`src/hdl/usb_tx_pkg.sv`:
```
// shared types, widths, FIFO sizing and pipe state codes for the usb transmit path

package usb_tx_pkg;

    //////////////////////////////////////////////////
    // data types
    //////////////////////////////////////////////////

    localparam int BYTE_W = 8;                      // fx2 data bus width

    typedef logic [BYTE_W-1:0] byte_t;              // one byte on the fx2 bus

    // a/d sample word, seen as a signed value or as two bus bytes
    typedef union packed {
        logic signed [2*BYTE_W-1:0] value;          // signed a/d sample
        struct packed {
            byte_t hi_byte;                         // sent first
            byte_t lo_byte;                         // sent second
        } bytes;
    } sample_u;

    //////////////////////////////////////////////////
    // fifo sizing
    //////////////////////////////////////////////////

    localparam int FIFO_DEPTH = 16;                 // bytes held in the fifo
    localparam int FIFO_PTR_W = $clog2(FIFO_DEPTH); // read/write pointer width
    localparam int FIFO_CNT_W = 5;                  // occupancy 0..FIFO_DEPTH

    // pipe state codes
    localparam int ST_W = 3;
    localparam logic [ST_W-1:0] ST_IDLE   = 3'd0;   // wait for registered data level
    localparam logic [ST_W-1:0] ST_STROBE = 3'd1;   // read strobe high for one cycle
    localparam logic [ST_W-1:0] ST_HOLD   = 3'd2;   // read register settles
    localparam logic [ST_W-1:0] ST_WAIT   = 3'd3;   // wait for endpoint room
    localparam logic [ST_W-1:0] ST_WRITE  = 3'd4;   // slwr low, byte on the bus

endpackage

```
`src/hdl/byte_fifo.sv`:
```
// byte fifo: circular buffer with registered read data, empty flag and occupancy count

`timescale 1ns/1ps

module byte_fifo (
    input  logic                              clk_i,
    input  logic                              rst_n_i,
    input  logic                              wr_en_i,     // push wr_data_i
    input  usb_tx_pkg::byte_t                 wr_data_i,   // byte to push
    input  logic                              rd_strobe_i, // pop head into rd_data_o
    output usb_tx_pkg::byte_t                 rd_data_o,   // last popped byte
    output logic                              not_empty_o, // at least one byte stored
    output logic [usb_tx_pkg::FIFO_CNT_W-1:0] count_o      // bytes stored
);

    import usb_tx_pkg::*;

    //////////////////////////////////////////////////
    // storage and pointers
    //////////////////////////////////////////////////

    byte_t                 mem_q [FIFO_DEPTH];  // byte storage
    logic [FIFO_PTR_W-1:0] wr_ptr_q;            // next slot to write
    logic [FIFO_PTR_W-1:0] rd_ptr_q;            // head slot
    logic [FIFO_CNT_W-1:0] count_q;             // occupancy
    logic                  do_wr;               // qualified push
    logic                  do_rd;               // qualified pop
    logic                  full;
    logic                  empty;

    assign full  = count_q == FIFO_CNT_W'(FIFO_DEPTH);
    assign empty = count_q == '0;
    assign do_wr = wr_en_i && !full;            // a full fifo ignores writes
    assign do_rd = rd_strobe_i && !empty;       // an empty fifo ignores pops

    assign not_empty_o = !empty;
    assign count_o     = count_q;

    //////////////////////////////////////////////////
    // control state
    //////////////////////////////////////////////////

    always_ff @(posedge clk_i) begin
        if (!rst_n_i) begin
            wr_ptr_q <= '0;
            rd_ptr_q <= '0;
            count_q  <= '0;
        end else begin
            if (do_wr) begin
                wr_ptr_q <= wr_ptr_q + FIFO_PTR_W'(1);  // wraps at depth
            end
            if (do_rd) begin
                rd_ptr_q <= rd_ptr_q + FIFO_PTR_W'(1);
            end
            case ({do_wr, do_rd})
                2'b10:   count_q <= count_q + FIFO_CNT_W'(1);
                2'b01:   count_q <= count_q - FIFO_CNT_W'(1);
                default: count_q <= count_q;            // both or neither
            endcase
        end
    end

    //////////////////////////////////////////////////
    // data path
    //////////////////////////////////////////////////

    always_ff @(posedge clk_i) begin
        if (do_wr) begin
            mem_q[wr_ptr_q] <= wr_data_i;
        end
        if (do_rd) begin
            rd_data_o <= mem_q[rd_ptr_q];   // holds until the next pop
        end
    end

endmodule

```
`src/hdl/fx2_usb_pipe.sv`:
```
// fx2 write pipe: state machine moving fifo bytes onto the fx2 slave fifo write port

`timescale 1ns/1ps

module fx2_usb_pipe (
    input  logic              clk_i,          // fx2 interface clock
    input  logic              rst_n_i,
    input  usb_tx_pkg::byte_t data_i,         // byte from the fifo read register
    input  logic              data_avail_i,   // fifo not empty
    output logic              read_strobe_o,  // pops one fifo byte
    input  logic              ready_i,        // endpoint has room
    output logic              slwr_n_o,       // fx2 write strobe, active low
    output usb_tx_pkg::byte_t fd_o,           // fx2 data bus, output side
    output logic              fd_oe_o         // pad buffer enable
);

    import usb_tx_pkg::*;

    logic [ST_W-1:0] state_q;     // current state
    logic            avail_q;     // registered data available level
    logic            write_now;   // byte taken by the fx2 this cycle

    //////////////////////////////////////////////////
    // fx2 bus drive
    //////////////////////////////////////////////////

    // strobe qualified by the live flag so a write never lands on a full endpoint
    assign write_now = (state_q == ST_WRITE) && ready_i;

    assign slwr_n_o = !write_now;
    assign fd_oe_o  = write_now;                    // bus driven only while writing
    assign fd_o     = write_now ? data_i : '0;      // quiet bus otherwise

    //////////////////////////////////////////////////
    // transfer state machine
    //////////////////////////////////////////////////

    always_ff @(posedge clk_i) begin
        if (!rst_n_i) begin
            state_q       <= ST_IDLE;
            avail_q       <= 1'b0;
            read_strobe_o <= 1'b0;
        end else begin
            avail_q       <= data_avail_i;          // one register on the level
            read_strobe_o <= 1'b0;                  // strobe is a single pulse

            case (state_q)
                ST_IDLE: begin
                    if (avail_q) begin              // data waiting, pop it
                        read_strobe_o <= 1'b1;
                        state_q       <= ST_STROBE;
                    end
                end

                ST_STROBE: begin
                    state_q <= ST_HOLD;             // fifo pops at this edge
                end

                ST_HOLD: begin
                    state_q <= ST_WAIT;             // read register now valid
                end

                ST_WAIT: begin
                    if (ready_i) begin              // endpoint has room
                        state_q <= ST_WRITE;
                    end
                end

                ST_WRITE: begin
                    if (ready_i) begin
                        state_q <= ST_IDLE;         // byte taken, start over
                    end else begin
                        state_q <= ST_WAIT;         // flag dropped, keep waiting
                    end
                end

                default: begin
                    state_q <= ST_IDLE;
                end
            endcase
        end
    end

endmodule

```
`src/hdl/sample_packer.sv`:
```
// sample packer: splits each 16 bit sample into two fifo writes, sticky overflow flag

`timescale 1ns/1ps

module sample_packer (
    input  logic                              clk_i,
    input  logic                              rst_n_i,
    input  logic                              sample_valid_i,  // single cycle strobe
    input  usb_tx_pkg::sample_u               sample_i,        // sample word
    input  logic [usb_tx_pkg::FIFO_CNT_W-1:0] fifo_count_i,    // fifo occupancy
    output logic                              fifo_wr_en_o,    // fifo write enable
    output usb_tx_pkg::byte_t                 fifo_wr_data_o,  // fifo write byte
    output logic                              overflow_o       // sample dropped, sticky
);

    import usb_tx_pkg::*;

    //////////////////////////////////////////////////
    // accept decision
    //////////////////////////////////////////////////

    logic  accept;       // strobe taken this cycle
    logic  refuse;       // strobe dropped this cycle
    logic  room_ok;      // two free bytes in the fifo
    logic  lo_pending_q; // low byte still to be written
    byte_t lo_byte_q;    // low byte held for the second write

    // count already includes every earlier write, strobes are two cycles apart
    assign room_ok = fifo_count_i <= FIFO_CNT_W'(FIFO_DEPTH - 2);
    assign accept  = sample_valid_i && room_ok && !lo_pending_q;
    assign refuse  = sample_valid_i && !accept;

    //////////////////////////////////////////////////
    // fifo write port
    //////////////////////////////////////////////////

    assign fifo_wr_en_o   = accept || lo_pending_q;                        // hi now, lo next
    assign fifo_wr_data_o = lo_pending_q ? lo_byte_q : sample_i.bytes.hi_byte;

    always_ff @(posedge clk_i) begin
        if (!rst_n_i) begin
            lo_pending_q <= 1'b0;
            overflow_o   <= 1'b0;
        end else begin
            lo_pending_q <= accept;                    // one cycle after the hi byte
            if (refuse) begin
                overflow_o <= 1'b1;                    // held until reset
            end
        end
    end

    // low byte register, payload only
    always_ff @(posedge clk_i) begin
        if (accept) begin
            lo_byte_q <= sample_i.bytes.lo_byte;
        end
    end

endmodule

```
`src/hdl/usb_tx_top.sv`:
```
// transmit path top: sample packer, byte fifo and fx2 write pipe

`timescale 1ns/1ps

module usb_tx_top (
    input  logic                 clk_i,           // fx2 clock, whole design
    input  logic                 rst_n_i,
    input  logic                 sample_valid_i,  // a/d sample strobe
    input  usb_tx_pkg::sample_u  sample_i,        // signed a/d sample
    output logic                 overflow_o,      // a sample was dropped
    input  logic                 ready_i,         // fx2 endpoint room flag
    output logic                 slwr_n_o,        // fx2 write strobe
    output usb_tx_pkg::byte_t    fd_o,            // fx2 data out
    output logic                 fd_oe_o          // fx2 data output enable
);

    import usb_tx_pkg::*;

    //////////////////////////////////////////////////
    // internal nets
    //////////////////////////////////////////////////

    logic                  fifo_wr_en;      // packer push
    byte_t                 fifo_wr_data;    // packer byte
    logic [FIFO_CNT_W-1:0] fifo_count;      // fifo occupancy to packer
    logic                  fifo_rd_strobe;  // pipe pop
    byte_t                 fifo_rd_data;    // head byte to pipe
    logic                  fifo_not_empty;  // data level to pipe

    sample_packer u_packer (
        .clk_i          (clk_i),
        .rst_n_i        (rst_n_i),
        .sample_valid_i (sample_valid_i),
        .sample_i       (sample_i),
        .fifo_count_i   (fifo_count),
        .fifo_wr_en_o   (fifo_wr_en),
        .fifo_wr_data_o (fifo_wr_data),
        .overflow_o     (overflow_o)
    );

    byte_fifo u_fifo (
        .clk_i       (clk_i),
        .rst_n_i     (rst_n_i),
        .wr_en_i     (fifo_wr_en),
        .wr_data_i   (fifo_wr_data),
        .rd_strobe_i (fifo_rd_strobe),
        .rd_data_o   (fifo_rd_data),
        .not_empty_o (fifo_not_empty),
        .count_o     (fifo_count)
    );

    fx2_usb_pipe u_pipe (
        .clk_i         (clk_i),
        .rst_n_i       (rst_n_i),
        .data_i        (fifo_rd_data),
        .data_avail_i  (fifo_not_empty),
        .read_strobe_o (fifo_rd_strobe),
        .ready_i       (ready_i),
        .slwr_n_o      (slwr_n_o),
        .fd_o          (fd_o),
        .fd_oe_o       (fd_oe_o)
    );

endmodule

```
`config.mk`:
```
export PLATFORM = sky130hd
export DESIGN_NAME = usb_tx_top
export DESIGN_NICKNAME = d
export VERILOG_FILES = /design/src/hdl/usb_tx_pkg.sv /design/src/hdl/byte_fifo.sv /design/src/hdl/fx2_usb_pipe.sv /design/src/hdl/sample_packer.sv /design/src/hdl/usb_tx_top.sv
export SDC_FILE = /design/constraint.sdc
export NUM_CORES = 1
export LEC_CHECK = 0
export BUFFER_PORTS_ARGS = -buffer_cell sky130_fd_sc_hd__buf_4
export CAP_MARGIN = 20
export CORE_MARGIN = 5
export CORE_UTILIZATION = 55
export DETAILED_ROUTE_END_ITERATION = 8
export PLACE_DENSITY = 0.77
export SYNTH_ARGS = -nofsm -noshare
export SYNTH_HDL_FRONTEND = slang
export SYNTH_SLANG_ARGS = --single-unit
```
`constraint.sdc`:
```
create_clock -name clk_i -period 3.15 [get_ports clk_i]
set_input_delay 0 -clock clk_i [delete_from_list [all_inputs] [get_ports clk_i]]
set_output_delay 0 -clock clk_i [all_outputs]
set_load 0.01 [all_outputs]
```
==> flow_summary.yaml, run 1 <==
sta:
  clock.fmax_mhz: 354.0
  relSlewSlack_pct: 50.59
  finalHoldViolCount: 0
  period_share_pct: 89.68
  setup_ws_ns: 0.3250
  slew_violations: 0
  finClkSkew_ns: 0.006411
  setup-tns-final_ns: 0
  grt_setup_unrepaired: "no"
  period_needed_ns: 2.825
  timing.hold.ws_ns: 0.1416
  setup_violations: 0
  tightest_slew_ns: 0.7396
clocking:
  post_cts_buffers: 0
  cts_sinks: 164
  tritoncts: "yes"
  root_buffer: "clkbuf_16"
  cts_max_level: 4
  cts.clk_slew.worst_paths_ns: 0.06
  clock_latency_ns: 0.42
  cts_max_path_buffers: 2
  numCtsBuffers: 17
worst_hold_path:
  min_to: "u_fifo.mem_q[10][6]"
  worstHoldPathCells: 2
  hp-class: "input pin to flop"
  hold_start: "sample_i[14]"
setup_path:
  critPathLaunchType: "flop"
  r2r_cells: 10
  end_kind: "flop"
  rrSetupSlack_ns: 0.32
  crit_path_max_incr_delay_ns: 0.61
  rr_endpoint: "u_fifo.count_o[4]"
  r2r-start: "u_fifo.count_o[0]"
  critPathRequiredTime_ns: 3.49
  crit_type: "flop to flop"
  critPathArrivalTime_ns: 3.16
  worstPathCellList: "or4_4 -> o21ai_4 -> nand2_4 -> inv_2 -> ha_1 -> ha_1 -> a21oi_1 -> nand2_1 -> a21oi_1 -> mux2i_1"
  cp_max_fo: 13
  slowest_stage: "or4_4"
logic_synthesis:
  yosysUniqueCellTypes: 42
  synth_ff_type: "edfxtp_1"
  yosys_warnings: 0
  async_flop_share_pct: 0
  netlist_instances: 367
  synth.area.top_cells: "edfxtp_1, mux4_2, dfxtp_1"
  syn_area_mm2: 0.006623
  yosysTopAreaCell: "edfxtp_1"
  synth_common_cells: "edfxtp_1, mux4_2, dfxtp_1"
  synth_top_area_share_pct: 65.29
  synth_edf_count: 144
  ys_seq_elements: 164
  synth_seq_area_share_pct: 71.34
  yosysMostFrequentCell: "edfxtp_1"
  syn-num-nets: 397
  syn-mean-instance-area_um2: 18.05
detailed_routing:
  num_vias: 3422
  final_antenna_net_count: 0
  first_iter_violations: 214
  dr.pass1.iters: 4
  vias_per_cell: 5.962
  routedWlPerCell_um: 21.85
  drc: 0
  totalWireLength_um: 12540
power_and_ir_drop:
  p_leak_nw: 2.701
  power_density_mw_per_mm2: 642.1
  ir_drop_mv: 0.4146
layout:
  multi_input_area_mm2: 0.001795
  final_cells: 574
  fillers: 797
  final_area_mm2: 0.007730
  drive_gt1_share_pct: 25.06
  area_delta_synth_final_pct: 16.72
  regArea_mm2: 0.004726
  num_antenna_cells: 0
  nets: 445
placed_design:
  pre_cts_slack_ns: 0.3700
  place_congestion: 0.7939
  placedCellCount: 530
  hpwl_um: 7863
  placed_area_mm2: 0.006992
  portBuffers: 30
global_routing:
  gr-total-overflow: 0
  grt_pass1_wl_um: 20270
  grt_util_all_layers_pct: 19.17
  grt_max_degree: 36
  antenna_found_initial: 0
  grt_pass1_vias: 3607
floorplan:
  die_h_um: 119.7
  rows: 40
  core_area_mm2: 0.01191
  ioPinCount: 31
  die_x_um: 119.7
  start_util_pct: 55.60
  die_area_mm2: 0.01434
outcome:
  status: "complete, no violations"
job:
  maxCapViolations: 0
cells by family (layout without fill, tap and decap cells):
family                   count (synthesis)  count (layout)  synth area share (%)
adder cells (fa/ha/maj)                 10              10                 2.003
flip-flops                             164             164                 71.34
AO/OA/AOI/OAI                           36              36                 3.987
XOR/XNOR                                 4               4                0.5289
multiplexers                            46              46                 13.15
buffers and inverters                   24              84                 1.549
AND/OR/NAND/NOR                         83              83                 7.444
final cells by class:
cell class	count	area share, %
Tap cell	147	2.379
Clock buffer	18	5.552
Sequential cell	164	61.14
Timing Repair Buffer	46	5.050
Multi-Input combinational cell	179	23.23
Inverter	7	0.3399
Clock inverter	13	2.315
cell usage in the layout (no fill, tap or decap), types with 6 or more instances in the layout:
cell type and instances:
clkbuf_16 17, and3_1 14, nand2_1 17, nor2_1 6, a22oi_1 16, dlygate4sd3_1 13, mux2i_1 6, a21oi_1 6
and2_1 19, nand3_1 6, nor2b_1 6, buf_4 32, inv_1 6, edfxtp_1 144, mux4_2 32, dfxtp_1 19
ha_1 9, mux2_2 8
stage by stage:
step	utilization (%)	power (mW)
2_1_floorplan	-	2.759
3_3_place_gp	58.70	2.841
3_5_place_dp	58.70	2.865
4_1_cts	64.90	4.993
5_1_grt	64.90	5.147
6_report	64.90	4.963
state kept, by name, indices dropped and copies added (netlist names):
register / count
u_packer.overflow_o: 1
u_packer.lo_byte_q: 8
u_pipe.state_q: 3
u_packer.lo_pending_q: 1
u_fifo.count_o: 5
u_fifo.wr_ptr_q: 4
u_fifo.rd_ptr_q: 4
u_fifo.rd_data_o: 8
u_pipe.avail_q: 1
u_pipe.read_strobe_o: 1
u_fifo.mem_q: 128
power by group:
group          leakage (nW)  internal, mW  total, mW  switching [mW]
Sequential             1.47          2.45       2.50          0.0462
Combinational         0.934         0.160      0.337           0.177
Clock                 0.296          1.32       2.13           0.805
Total                  2.70          3.93       4.96            1.03
worst max-delay path by stage:
stage	startpoint	to	slack, ns	cells past startpoint
6_report	u_fifo.count_o[0]	u_fifo.count_o[4]	0.32	10
5_1_grt	u_fifo.count_o[0]	u_fifo.count_o[4]	0.13	10
4_1_cts	u_fifo.count_o[0]	u_fifo.count_o[4]	0.33	9
3_5_place_dp	u_fifo.count_o[0]	u_fifo.count_o[3]	0.37	9
3_3_place_gp	u_fifo.count_o[0]	u_fifo.count_o[3]	0.52	9
2_1_floorplan	u_fifo.count_o[0]	u_fifo.count_o[3]	0.48	9
layer usage:
layer	GRT usage (%)	vias to the layer above	part of all wire, %
met5	0	-	0
met2	31.60	117	51
li1	-	1546	-
met3	5.090	14	6.4
met4	6.013	0	1.3
met1	25.16	1745	41
critical path: cells and delay by family, from the launching register on:
family / cells / cell delay [ns]
simple gates: 3 / 0.83
fa+ha+maj: 2 / 0.60
compound gates: 3 / 0.62
buf+inv: 1 / 0.09
flops: 1 / 0.37
mux: 1 / 0.23
repair_timing:
item                      CTS  global route
resized for setup           0             0
hold buffers               13             0
hold endpoints to repair   23             0
Power figures use the tool's default switching activity.
==> run 2: changes to the inputs <==
- ABC_AREA: not set -> 1
- ABC_CLOCK_PERIOD_IN_PS: not set -> 3150
- PLACE_DENSITY: 0.77 -> 0.76
==> run 2 against run 1 <==
  * Worst setup slack gained 0.16 ns
  * Fmax grew 6.1%
  * Critical path type unchanged
  * Clock skew shrank 0.00064 ns
  * Utilization shrank 1.2 points
  * Largest power group unchanged
==> flow_summary.yaml, run 2 <==
outcome:
  status: "complete, no violations"
clocking:
  root_buffer: "clkbuf_16"
  cts_max_path_buffers: 2
  cts_max_level: 4
  cts_sinks: 164
  numCtsBuffers: 17
  clock_latency_ns: 0.42
  tritoncts: "yes"
  cts.clk_slew.worst_paths_ns: 0.06
  post_cts_buffers: 0
layout:
  layout_common_cells: "edfxtp_1, nand2_1, nor2_1"
  reg_top3: "u_fifo.mem_q x128, u_fifo.rd_data_o x8, u_packer.lo_byte_q x8"
  fillers: 922
  num_antenna_cells: 0
  drive_gt1_share_pct: 14.29
  nets: 696
  regMostFlops: "u_fifo.mem_q"
  area_delta_synth_final_pct: 13.24
  final_common_cell: "edfxtp_1"
  largest_register_ffs: 128
  final_cells: 851
power_and_ir_drop:
  p_sw_mw: 1.550
  p_comb_share_pct: 16.7
  seq_power_share_pct: 47.0
  ir_drop_mv: 0.3392
  swShare_pct: 27.52
  p_leak_nw: 3.114
  power_density_mw_per_mm2: 698.0
  p_int_mw: 4.083
  clkPwrFrac_pct: 36.3
logic_synthesis:
  yosysUniqueCellTypes: 30
  synth_top_area_share_pct: 60.67
  yosys_warnings: 0
  syn-mean-instance-area_um2: 11.26
  synth_common_cells: "edfxtp_1, nand2_1, nor2_1"
  synth_ff_type: "edfxtp_1"
  yosysTopAreaCell: "edfxtp_1"
  synth_edf_count: 144
  syn_area_mm2: 0.007127
  ys_seq_elements: 164
  synth.area.top_cells: "edfxtp_1, nand2_1, dfxtp_1"
  async_flop_share_pct: 0
  netlist_instances: 633
  syn-num-nets: 663
  synth_seq_area_share_pct: 66.29
  yosysMostFrequentCell: "edfxtp_1"
global_routing:
  antenna_found_initial: 0
  grt_pass1_wl_um: 24090
  gr-total-overflow: 0
  grt_pass1_vias: 4548
  grt_max_degree: 62
  grt_util_all_layers_pct: 21.42
floorplan:
  die_area_mm2: 0.01533
  start_util_pct: 56.25
  ioPinCount: 31
  die_x_um: 123.8
  core_area_mm2: 0.01267
  rows: 41
  die_h_um: 123.8
worst_hold_path:
  hp-class: "input pin to flop"
  hold_start: "ready_i"
  min_to: "u_pipe.state_q[1]"
  worstHoldPathCells: 6
detailed_routing:
  totalWireLength_um: 15120
  vias_per_cell: 5.488
  drc: 0
  first_iter_violations: 565
  num_vias: 4670
  routedWlPerCell_um: 17.77
  final_antenna_net_count: 0
  dr.pass1.iters: 5
setup_path:
  critPathLaunchType: "flop"
  r2r-start: "u_fifo.count_o[1]"
  rr_endpoint: "u_fifo.count_o[3]"
  cp_max_fo: 11
  crit_type: "flop to flop"
  critPathArrivalTime_ns: 2.98
  r2r_cells: 12
  critPathRequiredTime_ns: 3.46
  crit_path_start: "u_fifo.count_o[1]"
  end_kind: "flop"
  rrSetupSlack_ns: 0.49
placed_design:
  portBuffers: 30
  placedCellCount: 809
  hpwl_um: 9430
  place_congestion: 0.8565
sta:
  finClkSkew_ns: 0.005769
  timing.hold.ws_ns: 0.02836
  setup_violations: 0
  period_needed_ns: 2.662
  clock.fmax_mhz: 375.6
  grt_setup_unrepaired: "no"
  finalHoldViolCount: 0
  period_share_pct: 84.51
  slew_violations: 0
  setup-tns-final_ns: 0
  relSlewSlack_pct: 47.51
  tightest_slew_ns: 0.7844
job:
  maxCapViolations: 0
[run 2: changes by cell type after synthesis, sizes merged, moves of 14 or more]
cell,before,now
a22oi,16,0
mux4,32,0
nand2,18,128
and2,19,0
nor2,6,102
o21ai,4,38
and3,14,0
o211ai,2,20
buf,7,27
inv,7,52
nand3,7,59
[run 2: worst max-delay path by stage]
stage	to	slack, ns	cells after the start
after floorplan	u_fifo.count_o[3]	0.96	12
after global placement	u_fifo.count_o[3]	0.69	12
after detailed placement	u_fifo.count_o[3]	0.57	12
after CTS	u_fifo.count_o[3]	0.54	12
after global routing	u_fifo.count_o[3]	0.26	12
final	u_fifo.count_o[3]	0.49	12
[run 2: layout make-up]
class                           count  area (um2)  area share, %
Sequential cell                   164        4726          58.56
Multi-Input combinational cell    388        1981          24.54
Clock buffer                       18       429.2          5.318
Timing Repair Buffer               42       352.8          4.372
Tap cell                          172       215.2          2.667
Inverter                           53       203.9          2.527
Clock inverter                     14       162.7          2.016
[run 2: per-layer routing]
layer,track usage [%],vias up,share of wire [%],wire length [um]
met2,32.65,195,46,7008
li1,-,2228,-,-
met5,0,-,0,0
met1,29.35,2214,42,6420
met3,5.949,33,8.6,1302
met4,8.443,0,2.6,392
[run 2: kinds of logic after synthesis]
kind of cell             after synthesis  synth area share [%]
AND/OR/NAND/NOR                      295                 16.87
flip-flops                           164                 66.29
buffers and inverters                 81                 5.916
AO/OA/AOI/OAI                         67                 6.812
adder cells (fa/ha/maj)               10                 1.861
XOR/XNOR                               8                0.9832
multiplexers                           8                 1.264
[run 2: power groups by stage]
stage / Clock, mW / Sequential [mW] / Combinational [mW]
6_report: 2.05 / 2.65 / 0.939
5_1_grt: 2.16 / 2.66 / 1.05
4_1_cts: 2.07 / 2.65 / 0.936
3_5_place_dp: 0 / 2.69 / 0.919
3_3_place_gp: 0 / 2.68 / 0.891
2_1_floorplan: 0 / 2.63 / 0.765
[run 2: timing repair]
item,in CTS,in global routing
hold buffers,10,0
resized for setup,0,0
hold endpoints to repair,18,0
[run 2: through the flow]
step,util [%],instance area [um2],setup WS (ns),power [mW]
global placement,58.23,7378,0.6950,3.572
global route,63.69,8070,0.2621,5.880
finish,63.69,8070,0.4878,5.633
detailed placement,58.23,7378,0.5673,3.612
CTS,63.69,8070,0.5385,5.653
floorplan,-,7127,0.9629,3.398
[run 2: worst max-delay path, stage by stage, from the launching register on]
cell	delay, ns
dfxtp_1	0.44
nor2_1	0.10
nand3b_1	0.11
nand2_1	0.14
inv_1	0.39
ha_1	0.40
ha_1	0.35
a21oi_1	0.21
nand2_1	0.10
nand2_1	0.07
nand2_1	0.04
o21ai_0	0.14
inv_1	0.05
==> run 3: changes to the inputs <==
- ABC_CLOCK_PERIOD_IN_PS: 3150 -> 2200
- PLACE_DENSITY: 0.76 -> 0.79
- clock period: 3.15 -> 2.2 ns (I/O delays scaled with it)
==> run 3 against run 2 <==
  * Combinational power up 63%
  * Total power up 45%
  * Worst setup slack worse by 0.32 ns
  * First-iteration DRC count up 31%
  * Via count up 2.4%
  * Fmax up 31%
  * Sequential power up 41%
  * Largest cell class unchanged
  * Highest routed layer unchanged
==> flow_summary.yaml, run 3 (synthesized netlist as in run 2, its figures left out) <==
outcome:
  status: "complete, no violations"
setup_path:
  crit_type: "flop to flop"
  rrSetupSlack_ns: 0.17
  r2r_cells: 14
  end_kind: "flop"
  cp_max_fo: 6
  rr_endpoint: "u_fifo.count_o[4]"
  critPathArrivalTime_ns: 2.39
  critPathRequiredTime_ns: 2.56
  critPathLaunchType: "flop"
  r2r-start: "u_fifo.count_o[1]"
worst_hold_path:
  hp-class: "input pin to flop"
  hold_start: "ready_i"
  min_to: "u_pipe.state_q[0]"
  worstHoldPathCells: 6
layout:
  drive_gt1_share_pct: 17.45
  area_delta_synth_final_pct: 16.12
  layout_common_cells: "edfxtp_1, nand2_1, nor2_1"
  largest_register_ffs: 128
  regMostFlops: "u_fifo.mem_q"
  num_antenna_cells: 0
  nets: 722
  fillers: 937
  final_common_cell: "edfxtp_1"
  reg_top3: "u_fifo.mem_q x128, u_fifo.rd_data_o x8, u_packer.lo_byte_q x8"
clocking:
  cts_sinks: 164
  root_buffer: "clkbuf_16"
  cts_max_level: 4
  cts.clk_slew.worst_paths_ns: 0.06
  numCtsBuffers: 17
  tritoncts: "yes"
  cts_max_path_buffers: 2
  clock_latency_ns: 0.43
power_and_ir_drop:
  power_density_mw_per_mm2: 984.2
  seq_power_share_pct: 45.9
  clkPwrFrac_pct: 35.3
  p_comb_share_pct: 18.8
  ir_drop_mv: 0.7335
  p_int_mw: 5.907
  p_sw_mw: 2.238
  p_leak_nw: 3.260
  swShare_pct: 27.47
floorplan:
  start_util_pct: 56.25
  die_area_mm2: 0.01533
  core_area_mm2: 0.01267
  rows: 41
  ioPinCount: 31
  die_h_um: 123.8
  die_x_um: 123.8
detailed_routing:
  dr.pass1.iters: 7
  drc: 0
  num_vias: 4780
  vias_per_cell: 5.450
  first_iter_violations: 739
  final_antenna_net_count: 0
  routedWlPerCell_um: 17.65
  totalWireLength_um: 15480
sta:
  period_share_pct: 92.34
  period_needed_ns: 2.031
  finClkSkew_ns: 0.005407
  tightest_slew_ns: 0.6249
  setup_ws_ns: 0.1686
  relSlewSlack_pct: 58.19
  clock.fmax_mhz: 492.3
  grt_setup_unrepaired: "no"
  setup_violations: 0
  slew_violations: 0
  setup-tns-final_ns: 0
  finalHoldViolCount: 0
global_routing:
  grt_pass1_vias: 4625
  antenna_found_initial: 0
  grt_util_all_layers_pct: 21.55
  gr-total-overflow: 0
  grt_pass1_wl_um: 24220
  grt_max_degree: 87
job:
  maxCapViolations: 0
placed_design:
  portBuffers: 30
  pre_cts_slack_ns: 0.05854
  hpwl_um: 9744
  place_congestion: 0.8757
-- run 3: stage by stage --
| stage | power, mW | cells | hold slack [ns] | util, % | area, um2 |
|---|---|---|---|---|---|
| 2_1_floorplan | 4.865 | 633 | 0.09887 | - | 7127 |
| 3_3_place_gp | 5.177 | 834 | 0.1783 | 59.81 | 7579 |
| 3_5_place_dp | 5.257 | 834 | 0.1795 | 59.81 | 7579 |
| 4_1_cts | 8.127 | 877 | 0.07472 | 65.19 | 8260 |
| 5_1_grt | 8.476 | 877 | 0.1882 | 65.31 | 8275 |
| 6_report | 8.144 | 877 | 0.1217 | 65.31 | 8275 |
-- run 3: area by class of cell --
| type | instances | area, um2 | area share, % |
|---|---|---|---|
| inverters | 53 | 203.9 | 2.464 |
| flip-flops and latches | 164 | 4726 | 57.11 |
| repair buffers | 68 | 563.0 | 6.804 |
| clock inverters | 14 | 142.6 | 1.724 |
| well taps | 172 | 215.2 | 2.601 |
| clock buffers | 18 | 429.2 | 5.186 |
| multi-input cells | 388 | 1996 | 24.12 |
-- run 3: how the worst max path moves through the flow --
stage	start	to	slack, ns	cells after the start
after floorplan	u_fifo.count_o[0]	u_fifo.count_o[3]	0.01	12
after global placement	u_fifo.count_o[1]	u_fifo.count_o[3]	0.16	13
after detailed placement	u_fifo.count_o[1]	u_fifo.count_o[4]	0.06	14
after CTS	u_fifo.count_o[1]	u_fifo.count_o[4]	0.03	14
after global routing	u_fifo.count_o[1]	u_fifo.count_o[4]	0.005	14
final	u_fifo.count_o[1]	u_fifo.count_o[4]	0.17	14
-- run 3: timing repair --
item,4_1_cts,5_1_grt
endpoints found under the setup margin,0,2
hold buffers,11,0
gates resized for setup,0,3
hold endpoints to repair,18,0
setup buffers,0,0
-- run 3: routing by layer --
| metal | vias up | share of wire, % | track usage [%] |
|---|---|---|---|
| met5 | - | 0 | 0 |
| met4 | 0 | 1.8 | 7.612 |
| met3 | 24 | 8.3 | 5.313 |
| met2 | 222 | 49 | 34.74 |
| met1 | 2258 | 41 | 28.68 |
| li1 | 2276 | - | - |
-- run 3: worst max-delay path, cell delays in order (launching register included) --
cell	delay (ns)
dfxtp_1	0.44
nor2_2	0.07
nand3_1	0.07
nand2_1	0.10
nand2_2	0.09
inv_2	0.05
ha_4	0.18
ha_1	0.33
nand2_1	0.12
nand2_1	0.08
nor2_1	0.13
nand2_1	0.07
nand2_1	0.06
nand2_1	0.04
a21oi_1	0.12
-- run 3: power groups by stage --
stage | combinational [mW] | clock [mW] | sequential, mW
after floorplan | 1.10 | 0 | 3.77
after global placement | 1.40 | 0 | 3.78
after detailed placement | 1.47 | 0 | 3.79
after CTS | 1.50 | 2.90 | 3.73
after global routing | 1.68 | 3.05 | 3.75
final | 1.53 | 2.88 | 3.74
